==> config.mk <==
export PLATFORM = sky130hd
export DESIGN_NAME = l2_cache
export DESIGN_NICKNAME = d
export VERILOG_FILES = /design/src/source/l2_cache_pkg.sv /design/src/source/l2_axi_pkg.sv /design/src/source/l2_request_arb.sv /design/src/source/l2_cache_lookup.sv /design/src/source/l2_bus_interface.sv /design/src/source/l2_response.sv /design/src/source/l2_cache.sv
export SDC_FILE = /design/constraint.sdc
export NUM_CORES = 2
export LEC_CHECK = 0
export ABC_AREA = 1
export BUFFER_PORTS_ARGS = -buffer_cell sky130_fd_sc_hd__buf_2
export CORE_AREA = 2 2 736 665
export CTS_CLUSTER_DIAMETER = 30
export CTS_CLUSTER_SIZE = 28
export DETAILED_ROUTE_END_ITERATION = 7
export DIE_AREA = 0 0 738 667
export GPL_ROUTABILITY_DRIVEN = 0
export PLACE_DENSITY = 0.58
export SETUP_SLACK_MARGIN = 0.2
export SLEW_MARGIN = 10
export SYNTH_ARGS = -nofsm -noshare
export SYNTH_HDL_FRONTEND = slang
export SYNTH_SLANG_ARGS = --single-unit
export TNS_END_PERCENT = 100
==> constraint.sdc <==
create_clock -name clk -period 20.9 [get_ports clk]
set_input_delay 2.09 -clock clk [delete_from_list [all_inputs] [get_ports clk]]
set_output_delay 2.09 -clock clk [all_outputs]
set_load 0.005 [all_outputs]
==> src/source/l2_cache_pkg.sv <==
`default_nettype none

package l2_cache_pkg;
	localparam int LINE_WORDS = 4;              // 32-bit words per line
	localparam int LINE_BITS = LINE_WORDS * 32;
	localparam int MASK_BITS = LINE_BITS / 8;   // One enable per byte
	localparam int ADDR_BITS = 26;              // Line address, not byte address

	typedef logic [ADDR_BITS-1:0] line_addr_t;
	typedef logic [LINE_BITS-1:0] line_data_t;
	typedef logic [MASK_BITS-1:0] line_mask_t;

	typedef enum logic [0:0] {
		OP_LOAD  = 1'b0,
		OP_STORE = 1'b1
	} l2_op_t;

	typedef struct packed {
		logic [1:0] core;
		logic [1:0] strand;
		l2_op_t     op;
		line_addr_t address;
		line_data_t data;
		line_mask_t mask;       // Don't care on loads
	} l2_req_t;

	typedef struct packed {
		logic [1:0] core;
		logic [1:0] strand;
		l2_op_t     op;         // Reads OP_LOAD on restarted fills
		line_addr_t address;
		line_data_t data;       // Whole line, after any store merge
	} l2_rsp_t;

	typedef struct packed {
		l2_req_t    req;        // Replayed as-is after the fill
		logic       writeback;  // Victim was valid and dirty
		line_addr_t victim_addr;
		line_data_t victim_data;
	} miss_entry_t;
endpackage

`default_nettype wire

==> src/source/l2_axi_pkg.sv <==
`default_nettype none

package l2_axi_pkg;
	localparam int AXI_ADDR_BITS = 32;
	localparam int AXI_DATA_BITS = 32;  // One line word per beat

	// awlen/arlen encoding is beats minus one
	localparam logic [7:0] BURST_LEN = 8'(l2_cache_pkg::LINE_WORDS - 1);

	typedef enum logic [2:0] {
		BUS_IDLE    = 3'd0,   // Waiting for a queued miss
		BUS_WB_ADDR = 3'd1,   // Victim write address
		BUS_WB_DATA = 3'd2,   // Victim data beats
		BUS_WB_RESP = 3'd3,   // Write response
		BUS_RD_ADDR = 3'd4,   // Fill read address
		BUS_RD_DATA = 3'd5,   // Fill data beats into line buffer
		BUS_RESTART = 3'd6    // Offer filled request back to the arbiter
	} bus_state_t;
endpackage

`default_nettype wire

==> src/source/l2_request_arb.sv <==
`default_nettype none

module l2_request_arb (
	input wire                        clk,
	input wire                        rst,
	input wire                        core_valid,
	input wire l2_cache_pkg::l2_req_t core_req,
	output logic                      l2req_ready,
	output logic                      pc_event_l2_wait,
	input wire                        restart_valid,
	input wire l2_cache_pkg::l2_req_t restart_req,
	input wire l2_cache_pkg::line_data_t restart_data,
	input wire                        queue_room,
	output logic                      restart_taken,
	output logic                      arb_valid,
	output l2_cache_pkg::l2_req_t     arb_req,
	output logic                      arb_is_fill,
	output l2_cache_pkg::line_data_t  arb_fill_data
);
	// Restarts always win; a restart never needs a fresh queue slot
	assign l2req_ready = !restart_valid && queue_room;
	assign restart_taken = restart_valid;
	assign pc_event_l2_wait = core_valid && !l2req_ready;   // Held off this cycle

	always_ff @(posedge clk) begin
		if (rst) begin
			arb_valid <= 1'b0;
		end else begin
			arb_valid <= restart_valid || (core_valid && l2req_ready);
		end
	end

	// Payload, qualified by arb_valid
	always_ff @(posedge clk) begin
		arb_is_fill <= restart_valid;
		arb_req <= restart_valid ? restart_req : core_req;
		arb_fill_data <= restart_data;      // Only looked at on fills
	end
endmodule

`default_nettype wire

==> src/source/l2_cache_lookup.sv <==
`default_nettype none

module l2_cache_lookup #(
	parameter int NUM_SETS = 16
) (
	input wire                           clk,
	input wire                           rst,
	input wire                           arb_valid,
	input wire l2_cache_pkg::l2_req_t    arb_req,
	input wire                           arb_is_fill,
	input wire l2_cache_pkg::line_data_t arb_fill_data,
	output logic                         hit_valid,
	output l2_cache_pkg::l2_rsp_t        hit_rsp,
	output logic                         miss_event,
	output logic                         miss_valid,
	output l2_cache_pkg::miss_entry_t    miss_entry
);
	import l2_cache_pkg::*;

	localparam int SET_BITS = $clog2(NUM_SETS);
	localparam int TAG_BITS = ADDR_BITS - SET_BITS;

	logic [NUM_SETS-1:0] valid_bits;
	logic [NUM_SETS-1:0] dirty_bits;
	logic [TAG_BITS-1:0] tag_mem [NUM_SETS];
	line_data_t          data_mem [NUM_SETS];

	logic [SET_BITS-1:0] s1_set;
	logic                s1_fwd;

	logic                s2_valid;
	l2_req_t             s2_req;
	logic                s2_fill;
	line_data_t          s2_fill_data;
	logic                s2_line_valid;
	logic                s2_line_dirty;
	logic [TAG_BITS-1:0] s2_tag;
	line_data_t          s2_data;
	logic [SET_BITS-1:0] s2_set;
	logic [TAG_BITS-1:0] s2_req_tag;

	logic                tag_hit;
	logic                old_dirty;
	logic                is_store;
	logic                do_miss;
	logic                do_hit;
	line_data_t          base_line;
	line_data_t          new_line;
	logic                wr_en;
	logic                wr_dirty;
	logic [TAG_BITS-1:0] wr_tag;
	line_data_t          wr_data;

	// Stage one reads the arrays, bypassing a same-set write from stage two
	assign s1_set = arb_req.address[SET_BITS-1:0];
	assign s1_fwd = wr_en && (s2_set == s1_set);

	always_ff @(posedge clk) begin
		if (rst) begin
			s2_valid <= 1'b0;
		end else begin
			s2_valid <= arb_valid;
		end
	end

	always_ff @(posedge clk) begin
		s2_req <= arb_req;
		s2_fill <= arb_is_fill;
		s2_fill_data <= arb_fill_data;
		s2_line_valid <= s1_fwd ? 1'b1 : valid_bits[s1_set];   // Writes leave it valid
		s2_line_dirty <= s1_fwd ? wr_dirty : dirty_bits[s1_set];
		s2_tag <= s1_fwd ? wr_tag : tag_mem[s1_set];
		s2_data <= s1_fwd ? wr_data : data_mem[s1_set];
	end

	// Stage two compares and decides
	assign s2_set = s2_req.address[SET_BITS-1:0];
	assign s2_req_tag = s2_req.address[ADDR_BITS-1:SET_BITS];
	assign tag_hit = s2_line_valid && (s2_tag == s2_req_tag);
	assign old_dirty = s2_line_valid && s2_line_dirty;
	assign is_store = s2_req.op == OP_STORE;
	// A fill over a line dirtied after its writeback was queued must go round again
	assign do_miss = s2_valid && !tag_hit && (!s2_fill || old_dirty);
	assign do_hit = s2_valid && !do_miss;
	assign base_line = tag_hit ? s2_data : s2_fill_data;   // Stale fill data dropped

	always_comb begin
		new_line = base_line;
		for (int i = 0; i < MASK_BITS; i++) begin
			if (is_store && s2_req.mask[i])
				new_line[i*8 +: 8] = s2_req.data[i*8 +: 8];
		end
	end

	// Miss clears dirty since the victim data now rides in the queue
	assign wr_en = (do_hit && (is_store || !tag_hit)) || (do_miss && old_dirty);
	assign wr_dirty = do_miss ? 1'b0 : (is_store || (tag_hit && s2_line_dirty));
	assign wr_tag = do_miss ? s2_tag : s2_req_tag;
	assign wr_data = do_miss ? s2_data : new_line;

	always_ff @(posedge clk) begin
		if (rst) begin
			valid_bits <= '0;
			dirty_bits <= '0;
		end else if (wr_en) begin
			valid_bits[s2_set] <= 1'b1;
			dirty_bits[s2_set] <= wr_dirty;
		end
	end

	always_ff @(posedge clk) begin
		if (wr_en) begin
			tag_mem[s2_set] <= wr_tag;
			data_mem[s2_set] <= wr_data;
		end
	end

	assign hit_valid = do_hit;
	assign hit_rsp = '{core: s2_req.core, strand: s2_req.strand,
		op: s2_fill ? OP_LOAD : s2_req.op, address: s2_req.address, data: new_line};
	assign miss_valid = do_miss;
	assign miss_event = do_miss && !s2_fill;   // Core misses only
	assign miss_entry = '{req: s2_req, writeback: old_dirty,
		victim_addr: {s2_tag, s2_set}, victim_data: s2_data};
endmodule

`default_nettype wire

==> src/source/l2_bus_interface.sv <==
`default_nettype none

module l2_bus_interface #(
	parameter int MISS_QUEUE_DEPTH = 4
) (
	input wire                                  clk,
	input wire                                  rst,
	input wire                                  miss_valid,
	input wire l2_cache_pkg::miss_entry_t       miss_entry,
	output logic                                queue_room,
	output logic                                restart_valid,
	output l2_cache_pkg::l2_req_t               restart_req,
	output l2_cache_pkg::line_data_t            restart_data,
	input wire                                  restart_taken,
	output logic [l2_axi_pkg::AXI_ADDR_BITS-1:0] axi_awaddr,
	output logic [7:0]                          axi_awlen,
	output logic                                axi_awvalid,
	input wire                                  axi_awready,
	output logic [l2_axi_pkg::AXI_DATA_BITS-1:0] axi_wdata,
	output logic                                axi_wlast,
	output logic                                axi_wvalid,
	input wire                                  axi_wready,
	input wire                                  axi_bvalid,
	output logic                                axi_bready,
	output logic [l2_axi_pkg::AXI_ADDR_BITS-1:0] axi_araddr,
	output logic [7:0]                          axi_arlen,
	output logic                                axi_arvalid,
	input wire                                  axi_arready,
	output logic                                axi_rready,
	input wire                                  axi_rvalid,
	input wire [l2_axi_pkg::AXI_DATA_BITS-1:0]  axi_rdata
);
	import l2_cache_pkg::*;
	import l2_axi_pkg::*;

	localparam int PTR_BITS = $clog2(MISS_QUEUE_DEPTH);
	localparam int BEAT_BITS = $clog2(LINE_WORDS);
	localparam int BYTE_SHIFT = $clog2(LINE_WORDS * 4);   // Line address to byte address

	miss_entry_t          queue [MISS_QUEUE_DEPTH];
	logic [PTR_BITS-1:0]  wr_ptr;
	logic [PTR_BITS-1:0]  rd_ptr;
	logic [PTR_BITS:0]    count;
	miss_entry_t          head;
	bus_state_t           state;
	logic [BEAT_BITS-1:0] beat;
	logic                 last_beat;
	line_data_t           line_buf;
	logic                 pop;

	assign head = queue[rd_ptr];
	assign pop = (state == BUS_RESTART) && restart_taken;   // Entry stays until replayed
	// Room for the new request plus two already in the pipeline
	assign queue_room = (MISS_QUEUE_DEPTH - int'(count)) >= 3;

	always_ff @(posedge clk) begin
		if (miss_valid)
			queue[wr_ptr] <= miss_entry;
	end

	always_ff @(posedge clk) begin
		if (rst) begin
			wr_ptr <= '0;
			rd_ptr <= '0;
			count <= '0;
		end else begin
			if (miss_valid)
				wr_ptr <= (wr_ptr == PTR_BITS'(MISS_QUEUE_DEPTH - 1)) ? '0 : wr_ptr + 1'b1;
			if (pop)
				rd_ptr <= (rd_ptr == PTR_BITS'(MISS_QUEUE_DEPTH - 1)) ? '0 : rd_ptr + 1'b1;
			case ({miss_valid, pop})
				2'b10: count <= count + 1'b1;
				2'b01: count <= count - 1'b1;
				default: count <= count;
			endcase
		end
	end

	assign last_beat = beat == BEAT_BITS'(LINE_WORDS - 1);

	// Beat counter wraps back to zero at the end of each burst
	always_ff @(posedge clk) begin
		if (rst) begin
			state <= BUS_IDLE;
			beat <= '0;
		end else begin
			case (state)
				BUS_IDLE:
					if (count != 0)
						state <= head.writeback ? BUS_WB_ADDR : BUS_RD_ADDR;
				BUS_WB_ADDR:
					if (axi_awready)
						state <= BUS_WB_DATA;
				BUS_WB_DATA:
					if (axi_wready) begin
						beat <= beat + 1'b1;
						if (last_beat)
							state <= BUS_WB_RESP;
					end
				BUS_WB_RESP:
					if (axi_bvalid)
						state <= BUS_RD_ADDR;
				BUS_RD_ADDR:
					if (axi_arready)
						state <= BUS_RD_DATA;
				BUS_RD_DATA:
					if (axi_rvalid) begin
						beat <= beat + 1'b1;
						if (last_beat)
							state <= BUS_RESTART;
					end
				BUS_RESTART:
					if (restart_taken)
						state <= BUS_IDLE;
				default: state <= BUS_IDLE;
			endcase
		end
	end

	always_ff @(posedge clk) begin
		if ((state == BUS_RD_DATA) && axi_rvalid)
			line_buf[beat*AXI_DATA_BITS +: AXI_DATA_BITS] <= axi_rdata;   // Lowest word first
	end

	assign axi_awaddr = AXI_ADDR_BITS'(head.victim_addr) << BYTE_SHIFT;
	assign axi_awlen = BURST_LEN;
	assign axi_awvalid = state == BUS_WB_ADDR;
	assign axi_wdata = head.victim_data[beat*AXI_DATA_BITS +: AXI_DATA_BITS];
	assign axi_wvalid = state == BUS_WB_DATA;
	assign axi_wlast = axi_wvalid && last_beat;
	assign axi_bready = 1'b1;   // Response always accepted
	assign axi_araddr = AXI_ADDR_BITS'(head.req.address) << BYTE_SHIFT;
	assign axi_arlen = BURST_LEN;
	assign axi_arvalid = state == BUS_RD_ADDR;
	assign axi_rready = state == BUS_RD_DATA;

	assign restart_valid = state == BUS_RESTART;
	assign restart_req = head.req;
	assign restart_data = line_buf;
endmodule

`default_nettype wire

==> src/source/l2_response.sv <==
`default_nettype none

module l2_response (
	input wire                        clk,
	input wire                        rst,
	input wire                        hit_valid,
	input wire l2_cache_pkg::l2_rsp_t hit_rsp,
	input wire                        miss_event,
	output logic                      rsp_valid,
	output l2_cache_pkg::l2_rsp_t     rsp,
	output logic                      pc_event_l2_hit,
	output logic                      pc_event_l2_miss
);
	// Core hits and replayed fills share the one response strobe
	always_ff @(posedge clk) begin
		if (rst) begin
			rsp_valid <= 1'b0;
			pc_event_l2_hit <= 1'b0;
			pc_event_l2_miss <= 1'b0;
		end else begin
			rsp_valid <= hit_valid;
			pc_event_l2_hit <= hit_valid;
			pc_event_l2_miss <= miss_event;   // Lines up with where the hit would be
		end
	end

	always_ff @(posedge clk) begin
		if (hit_valid)
			rsp <= hit_rsp;   // Held until the next response
	end
endmodule

`default_nettype wire

==> src/source/l2_cache.sv <==
`default_nettype none

module l2_cache #(
	parameter int NUM_SETS = 16,
	parameter int MISS_QUEUE_DEPTH = 4
) (
	input wire                                     clk,
	input wire                                     rst,
	input wire                                     l2req_valid,
	input wire [1:0]                               l2req_core,
	input wire [1:0]                               l2req_strand,
	input wire l2_cache_pkg::l2_op_t               l2req_op,
	input wire [l2_cache_pkg::ADDR_BITS-1:0]       l2req_address,
	input wire [l2_cache_pkg::LINE_BITS-1:0]       l2req_data,
	input wire [l2_cache_pkg::MASK_BITS-1:0]       l2req_mask,
	output logic                                   l2req_ready,
	output logic                                   l2rsp_valid,
	output logic [1:0]                             l2rsp_core,
	output logic [1:0]                             l2rsp_strand,
	output l2_cache_pkg::l2_op_t                   l2rsp_op,
	output logic [l2_cache_pkg::ADDR_BITS-1:0]     l2rsp_address,
	output logic [l2_cache_pkg::LINE_BITS-1:0]     l2rsp_data,
	output logic [l2_axi_pkg::AXI_ADDR_BITS-1:0]   axi_awaddr,
	output logic [7:0]                             axi_awlen,
	output logic                                   axi_awvalid,
	input wire                                     axi_awready,
	output logic [l2_axi_pkg::AXI_DATA_BITS-1:0]   axi_wdata,
	output logic                                   axi_wlast,
	output logic                                   axi_wvalid,
	input wire                                     axi_wready,
	input wire                                     axi_bvalid,
	output logic                                   axi_bready,
	output logic [l2_axi_pkg::AXI_ADDR_BITS-1:0]   axi_araddr,
	output logic [7:0]                             axi_arlen,
	output logic                                   axi_arvalid,
	input wire                                     axi_arready,
	output logic                                   axi_rready,
	input wire                                     axi_rvalid,
	input wire [l2_axi_pkg::AXI_DATA_BITS-1:0]     axi_rdata,
	output logic                                   pc_event_l2_hit,
	output logic                                   pc_event_l2_miss,
	output logic                                   pc_event_l2_wait
);
	import l2_cache_pkg::*;

	l2_req_t     core_req;
	l2_rsp_t     rsp;
	logic        arb_valid;
	l2_req_t     arb_req;
	logic        arb_is_fill;
	line_data_t  arb_fill_data;
	logic        restart_valid;
	l2_req_t     restart_req;
	line_data_t  restart_data;
	logic        restart_taken;
	logic        queue_room;
	logic        hit_valid;
	l2_rsp_t     hit_rsp;
	logic        miss_event;
	logic        miss_valid;
	miss_entry_t miss_entry;

	assign core_req = '{core: l2req_core, strand: l2req_strand, op: l2req_op,
		address: l2req_address, data: l2req_data, mask: l2req_mask};

	assign l2rsp_core = rsp.core;
	assign l2rsp_strand = rsp.strand;
	assign l2rsp_op = rsp.op;
	assign l2rsp_address = rsp.address;
	assign l2rsp_data = rsp.data;

	l2_request_arb u_arb (
		.clk(clk), .rst(rst),
		.core_valid(l2req_valid), .core_req(core_req),
		.l2req_ready(l2req_ready), .pc_event_l2_wait(pc_event_l2_wait),
		.restart_valid(restart_valid), .restart_req(restart_req),
		.restart_data(restart_data), .queue_room(queue_room),
		.restart_taken(restart_taken),
		.arb_valid(arb_valid), .arb_req(arb_req),
		.arb_is_fill(arb_is_fill), .arb_fill_data(arb_fill_data));

	l2_cache_lookup #(.NUM_SETS(NUM_SETS)) u_lookup (
		.clk(clk), .rst(rst),
		.arb_valid(arb_valid), .arb_req(arb_req),
		.arb_is_fill(arb_is_fill), .arb_fill_data(arb_fill_data),
		.hit_valid(hit_valid), .hit_rsp(hit_rsp), .miss_event(miss_event),
		.miss_valid(miss_valid), .miss_entry(miss_entry));

	l2_bus_interface #(.MISS_QUEUE_DEPTH(MISS_QUEUE_DEPTH)) u_bus (
		.clk(clk), .rst(rst),
		.miss_valid(miss_valid), .miss_entry(miss_entry),
		.queue_room(queue_room), .restart_valid(restart_valid),
		.restart_req(restart_req), .restart_data(restart_data),
		.restart_taken(restart_taken),
		.axi_awaddr(axi_awaddr), .axi_awlen(axi_awlen),
		.axi_awvalid(axi_awvalid), .axi_awready(axi_awready),
		.axi_wdata(axi_wdata), .axi_wlast(axi_wlast),
		.axi_wvalid(axi_wvalid), .axi_wready(axi_wready),
		.axi_bvalid(axi_bvalid), .axi_bready(axi_bready),
		.axi_araddr(axi_araddr), .axi_arlen(axi_arlen),
		.axi_arvalid(axi_arvalid), .axi_arready(axi_arready),
		.axi_rready(axi_rready), .axi_rvalid(axi_rvalid), .axi_rdata(axi_rdata));

	l2_response u_response (
		.clk(clk), .rst(rst),
		.hit_valid(hit_valid), .hit_rsp(hit_rsp), .miss_event(miss_event),
		.rsp_valid(l2rsp_valid), .rsp(rsp),
		.pc_event_l2_hit(pc_event_l2_hit), .pc_event_l2_miss(pc_event_l2_miss));
endmodule

`default_nettype wire

### Word level (Yosys, flattened, before mapping)

Memories as Yosys holds them, arrays and structs flattened. A register that Yosys moved wholly into a read port is not among the register bits.
Cells that the tools add are included.

| storage, ports and cells | value |
|---|---|
| word-level logic and storage cells | 174 |
| register bits after elaboration | 945 |
| output and inout bits | 282 |
| bits in writable memories | 3720 |
| bits in read-only memories | 0 |
| bits of input ports | 215 |
| bits in latches | 0 |
| memories kept | 3 |

Memories:

| name | depth | bits a word | rd ports | clocked after Yosys merged registers in | wr ports | RTL line | RTL |
|---|---|---|---|---|---|---|---|
| u_lookup.data_mem | 16 | 128 | 1 | 1 | 1 | l2_cache_lookup.sv:26 | `line_data_t data_mem [NUM_SETS];` |
| u_bus.queue | 4 | 330 | 1 | 1 | 1 | l2_bus_interface.sv:40 | `miss_entry_t queue [MISS_QUEUE_DEPTH];` |
| u_lookup.tag_mem | 16 | 22 | 1 | 1 | 1 | l2_cache_lookup.sv:25 | `logic [TAG_BITS-1:0] tag_mem [NUM_SETS];` |

| cells by class | value |
|---|---|
| magnitude comparators | 4 |
| bitwise logic cells | 1 |
| eq/ne operators | 21 |
| multiply operators | 0 |
| div/mod/pow operators | 0 |
| reduce and logical (&&, ||, !) cells | 48 |
| shift-type cells | 3 |
| add/subtract/negate cells | 7 |
| mux-type cells | 52 |

Operators by type and width:

| operator | count |
|---|---|
| $mux 128 | 2 |
| $mux 175 | 1 |
| $bwmux 128 | 1 |
| $mux 8 | 16 |
| $shift 32x34->128 const A | 1 |
| $shiftx 128x8->32 | 1 |
| $shiftx 32x34->128 | 1 |
| $neg 7->34 | 1 |
| $ge 32x3->1 const B | 1 |
| $logic_and 1x1->1 | 32 |
| $mux 3 | 9 |
| $eq 22x22->1 | 1 |
| $mux 22 | 1 |
| $pmux 3 s6 | 1 |
| $bwmux 16 | 1 |
| $or 16x16->16 | 1 |
| $mux 2 | 6 |
| $lt 4x5->1 const B | 2 |
| $ne 2x1->1 const B | 5 |
| $eq 3x3->1 const B | 3 |
| $mux 1 | 9 |
| $bmux 1 s4 | 2 |
| $eq 2x2->1 const B | 4 |
| $reduce_and 8->1 | 1 |
| 19 further kinds | 33 |

### Longest topological paths before layout

| logic depth | value |
|---|---|
| depth in word-level cells | 11 |
| mapped depth | 26 |
| mapped depth without buffers | 23 |

### By module

Synthesis repeated with hierarchy kept, for this count alone.

| unflattened totals | value |
|---|---|
| cell total of the unflattened synthesis | 13129 |
| area total of the unflattened synthesis | 173503.9 µm² |

Modules (own cells, without submodules):

| module | sequential area each (µm²) | cells an instance | times used | area an instance (µm²) |
|---|---|---|---|---|
| l2_cache_lookup | 78855.6 | 8097 | 1 | 104335.1 |
| l2_bus_interface | 43762.0 | 3989 | 1 | 55908.6 |
| l2_request_arb | 6105.9 | 877 | 1 | 8423.1 |
| l2_response | 4814.6 | 166 | 1 | 4837.1 |

### Worst setup path before layout

OpenSTA, ideal clock, no wires.

| timing | value |
|---|---|
| path kind | reg-to-reg |
| start point | register, netlist name u_lookup.hit_rsp[128] |
| end point | memory u_bus.queue[0][0] (netlist name) (enable) |
| stages on the path, launching flop included | 21 |
| setup time | 1019 ps |
| arrival | 15715 ps |
| path slack | 4166 ps |
| buffers on the path | 4 |
| period minus slack after synthesis | 16734 ps |
| data required time | 19881 ps |
| cells stage by stage | dfxtp_1 -> inv_2 -> buf_4 -> buf_2 -> nand2_1 -> nand2_1 -> nand2_1 -> nand2_1 -> nand2_1 -> nand2_1 -> nor2_1 -> nand2_1 -> nand2_1 -> nor2_1 -> nand2_1 -> nor2_1 -> nand3_1 -> nand3_2 -> buf_2 -> buf_2 -> nor2_1 |

RTL lines:

| what | RTL line |
|---|---|
| to (decl) | l2_bus_interface.sv:40 |

### Worst setup path in the final report

| timing | value |
|---|---|
| start point | register u_lookup.s2_req, in the netlist u_lookup.hit_rsp[129] |
| end point | memory u_lookup.data_mem[10][54] (netlist name) (enable) |

RTL lines:

| what | RTL line | RTL |
|---|---|---|
| from (decl) | l2_cache_lookup.sv:32 | `l2_req_t s2_req;` |
| from (signal assigned) | l2_cache_lookup.sv:67 | `s2_req <= arb_req;` |
| to (decl) | l2_cache_lookup.sv:26 |  |

No word-level cell before the write port.

==> metrics.md <==
| Metric | Value |
|---|---|
| Status | `finished, final reports clean` |
| Post-synth top area cell | `edfxtp_1` |
| DRT iter0 DRCs | `14680` |
| Reg2Reg Depth | `23` |
| Yosys cell types | `39` |
| DR top layer | `met5` |
| CTS max path bufs | `4` |
| Mean post-synth cell area | `14.14 sq um` |
| Post-synthesis sequential area ratio | `0.7867` |
| Largest net degree at the start of global routing | `159` |
| Pwr Total | `27.22 mW` |
| Fin nets | `12970` |
| FP Rows | `243` |
| GRT overflow | `0` |
| Worst slew pin tran | `1.368 ns` |
| Routed Antenna Nets | `0` |
| # H-tree levels | `6` |
| Setup crit start kind | `register` |
| TNS Setup | `0 ns` |
| Post-synth ARST share | `0` |
| Sequential cell area | `0.1331 sq mm` |
| Setup Skew | `0.1092 ns` |
| Cts hold-fix bufs | `0` |
| Total number of vias | `109300` |
| Final WL | `575.7 mm` |
| Area Growth Syn to Fin | `22.88%` |
| Area of the multi-input gates | `0.03240 sq mm` |
| Post-route setup slack | `12.37 ns` |
| Tmin final | `8.526 ns` |
| Die area | `0.4922 sq mm` |
| Crit Path Category | `reg -> reg` |
| Hold Path End | `u_lookup.hit_rsp[139]` |
| TritonCTS clock tree | `done` |
| Final slew viol count | `0` |
| Count of state elements after synthesis | `4651` |
| I/O pin total | `497` |
| Die H | `667 um` |
| CTS Sinks | `4651` |
| Final Cycle Share | `0.4080` |
| Post-CTS setup repair buffer count | `0` |
| Hold crit path type | `reg -> reg` |
| Layout cells sized above 1 | `0.1631` |
| Worst R2R Setup Slack | `12.37 ns` |
| Buffers added on ports | `467` |
| Synth top area share | `0.7086` |
| Top post-synthesis cells by area | `edfxtp_1 71%, dfxtp_1 7.8%, a22oi_1 4.5%` |
| Peak supply drop | `0.00008648 V` |
| WL met3 | `53.43 mm` |
| CTS Buf Count | `806` |
| Post-layout instance area | `0.2078 sq mm` |
| All-Layer GR Usage | `0.2247` |
| Met1 Wirelength | `229.2 mm` |
| FILL cells | `43370` |
| Most numerous cell in the Yosys netlist | `edfxtp_1` |
| Post-Place Cell Area | `0.1790 sq mm` |
| First-pass DRT Iterations | `6` |
| Post-synth EDFFs | `3991` |
| Vias per cell | `5.456` |
| Drt drc | `0` |
| Met2 wire length | `263.0 mm` |
| Top post-synthesis cells by count | `3991 x edfxtp_1, 1479 x nand2_1, 1464 x nor2_1, 1024 x a22oi_1, 728 x o21ai_0` |
| Worst-Skew Late Latency | `1.11 ns` |
| Core ar. | `0.4849 sq mm` |
| Vias in the first global route | `102900` |
| CP max FO | `83` |
| R2R Path End | `u_lookup.data_mem[10][54]` |
| Mapped Area | `0.1691 sq mm` |
| Predominant post-synthesis flop cell | `edfxtp_1` |
| Final Setup Violations | `0` |
| PostCTS Resize Cnt | `0` |
| RSZ-0062 raised after global routing | `no` |
| Initial core utilization | `0.3488` |
| F_max | `117.3 MHz` |
| Post-DP HPWL | `333.4 mm` |
| Antenna violations before repair | `69` |
| WHS Path Cells | `0` |
| CP arrival | `9.22 ns` |
| Worst Hold Launch | `u_arb.arb_req[155]` |
| Warnings from Yosys | `0` |
| Wire per inst | `28.75 um` |
| Critical path required time | `21.59 ns` |
| Hold Vio Cnt, Final | `0` |
| Pwr dens | `131.0 mW/mm^2` |
| Clk slew on worst S/H paths | `0.05 ns` |
| Die X | `738 um` |
| Crit path capture type | `register` |
| Root Driver | `clkbuf_16` |
| Slew HR | `0.08404` |
| Critical R2R Launch | `u_lookup.hit_rsp[129]` |
| P_leak | `72.97 nW` |
| Final core utilization | `0.4286` |
| Cells after Synth | `11960` |
| First-pass GRT wire length | `794.9 mm` |
| Dpl ws | `12.52 ns` |
| Max Cap Viol | `0` |
[routing by layer]
metal,GRT usage,vias up
met3,0.04567,1100
li1,-,46570
met4,0.1182,18
met5,0.002455,-
met1,0.3008,55340
met2,0.3454,6227
[sequential cells by signal, summed over array words and instances, names as in the netlist, 2 cells and up, named ones only]
signal	cells
u_bus.count	3
u_arb.arb_req	175
u_bus.state	3
u_lookup.valid_bits	16
u_response.rsp	159
u_lookup.tag_mem	352
u_bus.rd_ptr	2
u_lookup.dirty_bits	16
u_lookup.miss_entry	144
u_lookup.data_mem	2048
u_arb.arb_fill_data	128
u_bus.restart_data	128
u_lookup.s2_fill_data	128
u_lookup.hit_rsp	30
u_bus.queue	1304
u_bus.beat	2
u_bus.wr_ptr	2
[logic make-up (layout without fill, tap and decap cells)]
family / Yosys count / in the layout / synth area share
other: 2 / 114 / 0.00004440
buffers and inverters: 1067 / 2527 / 0.02512
XOR/XNOR: 3 / 3 / 0.0001554
flip-flops: 4651 / 4651 / 0.7867
adder cells (fa/ha/maj): 14 / 14 / 0.001080
multiplexers: 4 / 4 / 0.0002367
AND/OR/NAND/NOR: 3292 / 3292 / 0.07768
AO/OA/AOI/OAI: 2929 / 2929 / 0.1090
[report_power, final]
| part | switching [mW] | internal (mW) | total, mW |
|---|---|---|---|
| registers | 0.189 | 10.7 | 10.9 |
| logic | 2.29 | 0.601 | 2.89 |
| clock network | 4.81 | 8.62 | 13.4 |
[worst max-delay path by stage]
stage                           from                         to  slack [ns]
6_report       u_lookup.hit_rsp[129]  u_lookup.data_mem[10][54]       12.37
3_5_place_dp   u_lookup.hit_rsp[129]  u_lookup.data_mem[10][54]       12.52
2_1_floorplan  u_lookup.hit_rsp[128]          u_bus.queue[0][0]        4.17
5_1_grt        u_lookup.hit_rsp[129]  u_lookup.data_mem[10][54]       12.13
3_3_place_gp   u_lookup.hit_rsp[129]  u_lookup.data_mem[10][49]       12.58
4_1_cts        u_lookup.hit_rsp[129]  u_lookup.data_mem[10][54]       12.49
[cell usage in the layout (no fill, tap or decap), drive strengths merged, types with 270 or more instances in the layout]
cell and instances:
a21oi 565, nor2 1467, inv 362, clkinv 284, a22oi 1024, o21ai 733
nand2 1479, a31oi 270, clkbuf 982, buf 721, edfxtp 3991, dfxtp 660
[metrics by stage]
stage	instances	hold WS, ns
global route	20000	0.2853
floorplan	11990	0.3096
CTS	19940	0.2819
detailed placement	18420	0.3121
global placement	18420	0.3095
finish	20030	0.2860
[worst max-delay path, cell delays in order (launching register included)]
cell and delay [ns]:
dfxtp_2 0.31, buf_4 0.42, inv_2 0.46, nor2_4 0.69, buf_4 0.75, nand2_1 0.12
nand3_1 0.12, nand2_1 0.06, nand2_1 0.15, nor2_1 0.08, nand2_1 0.06, nand2_1 0.07
nor2_1 0.13, nand2_1 0.07, nor2_1 0.17, nand3_4 0.29, nand3_4 0.65, nand3_1 0.14
nand2_1 0.13, buf_4 0.43, nand2_1 0.27, inv_8 0.77, buf_4 0.88, buf_4 0.69
[layout make-up]
type,count,area share
Antenna cell,85,0.001023
Timing Repair Buffer,721,0.02132
Multi-Input combinational cell,6271,0.1559
Sequential cell,4651,0.6403
Inverter,287,0.005990
Clock buffer,982,0.1041
Tap cell,6492,0.03908
Clock inverter,537,0.03227
Power figures use the tool's default switching activity.
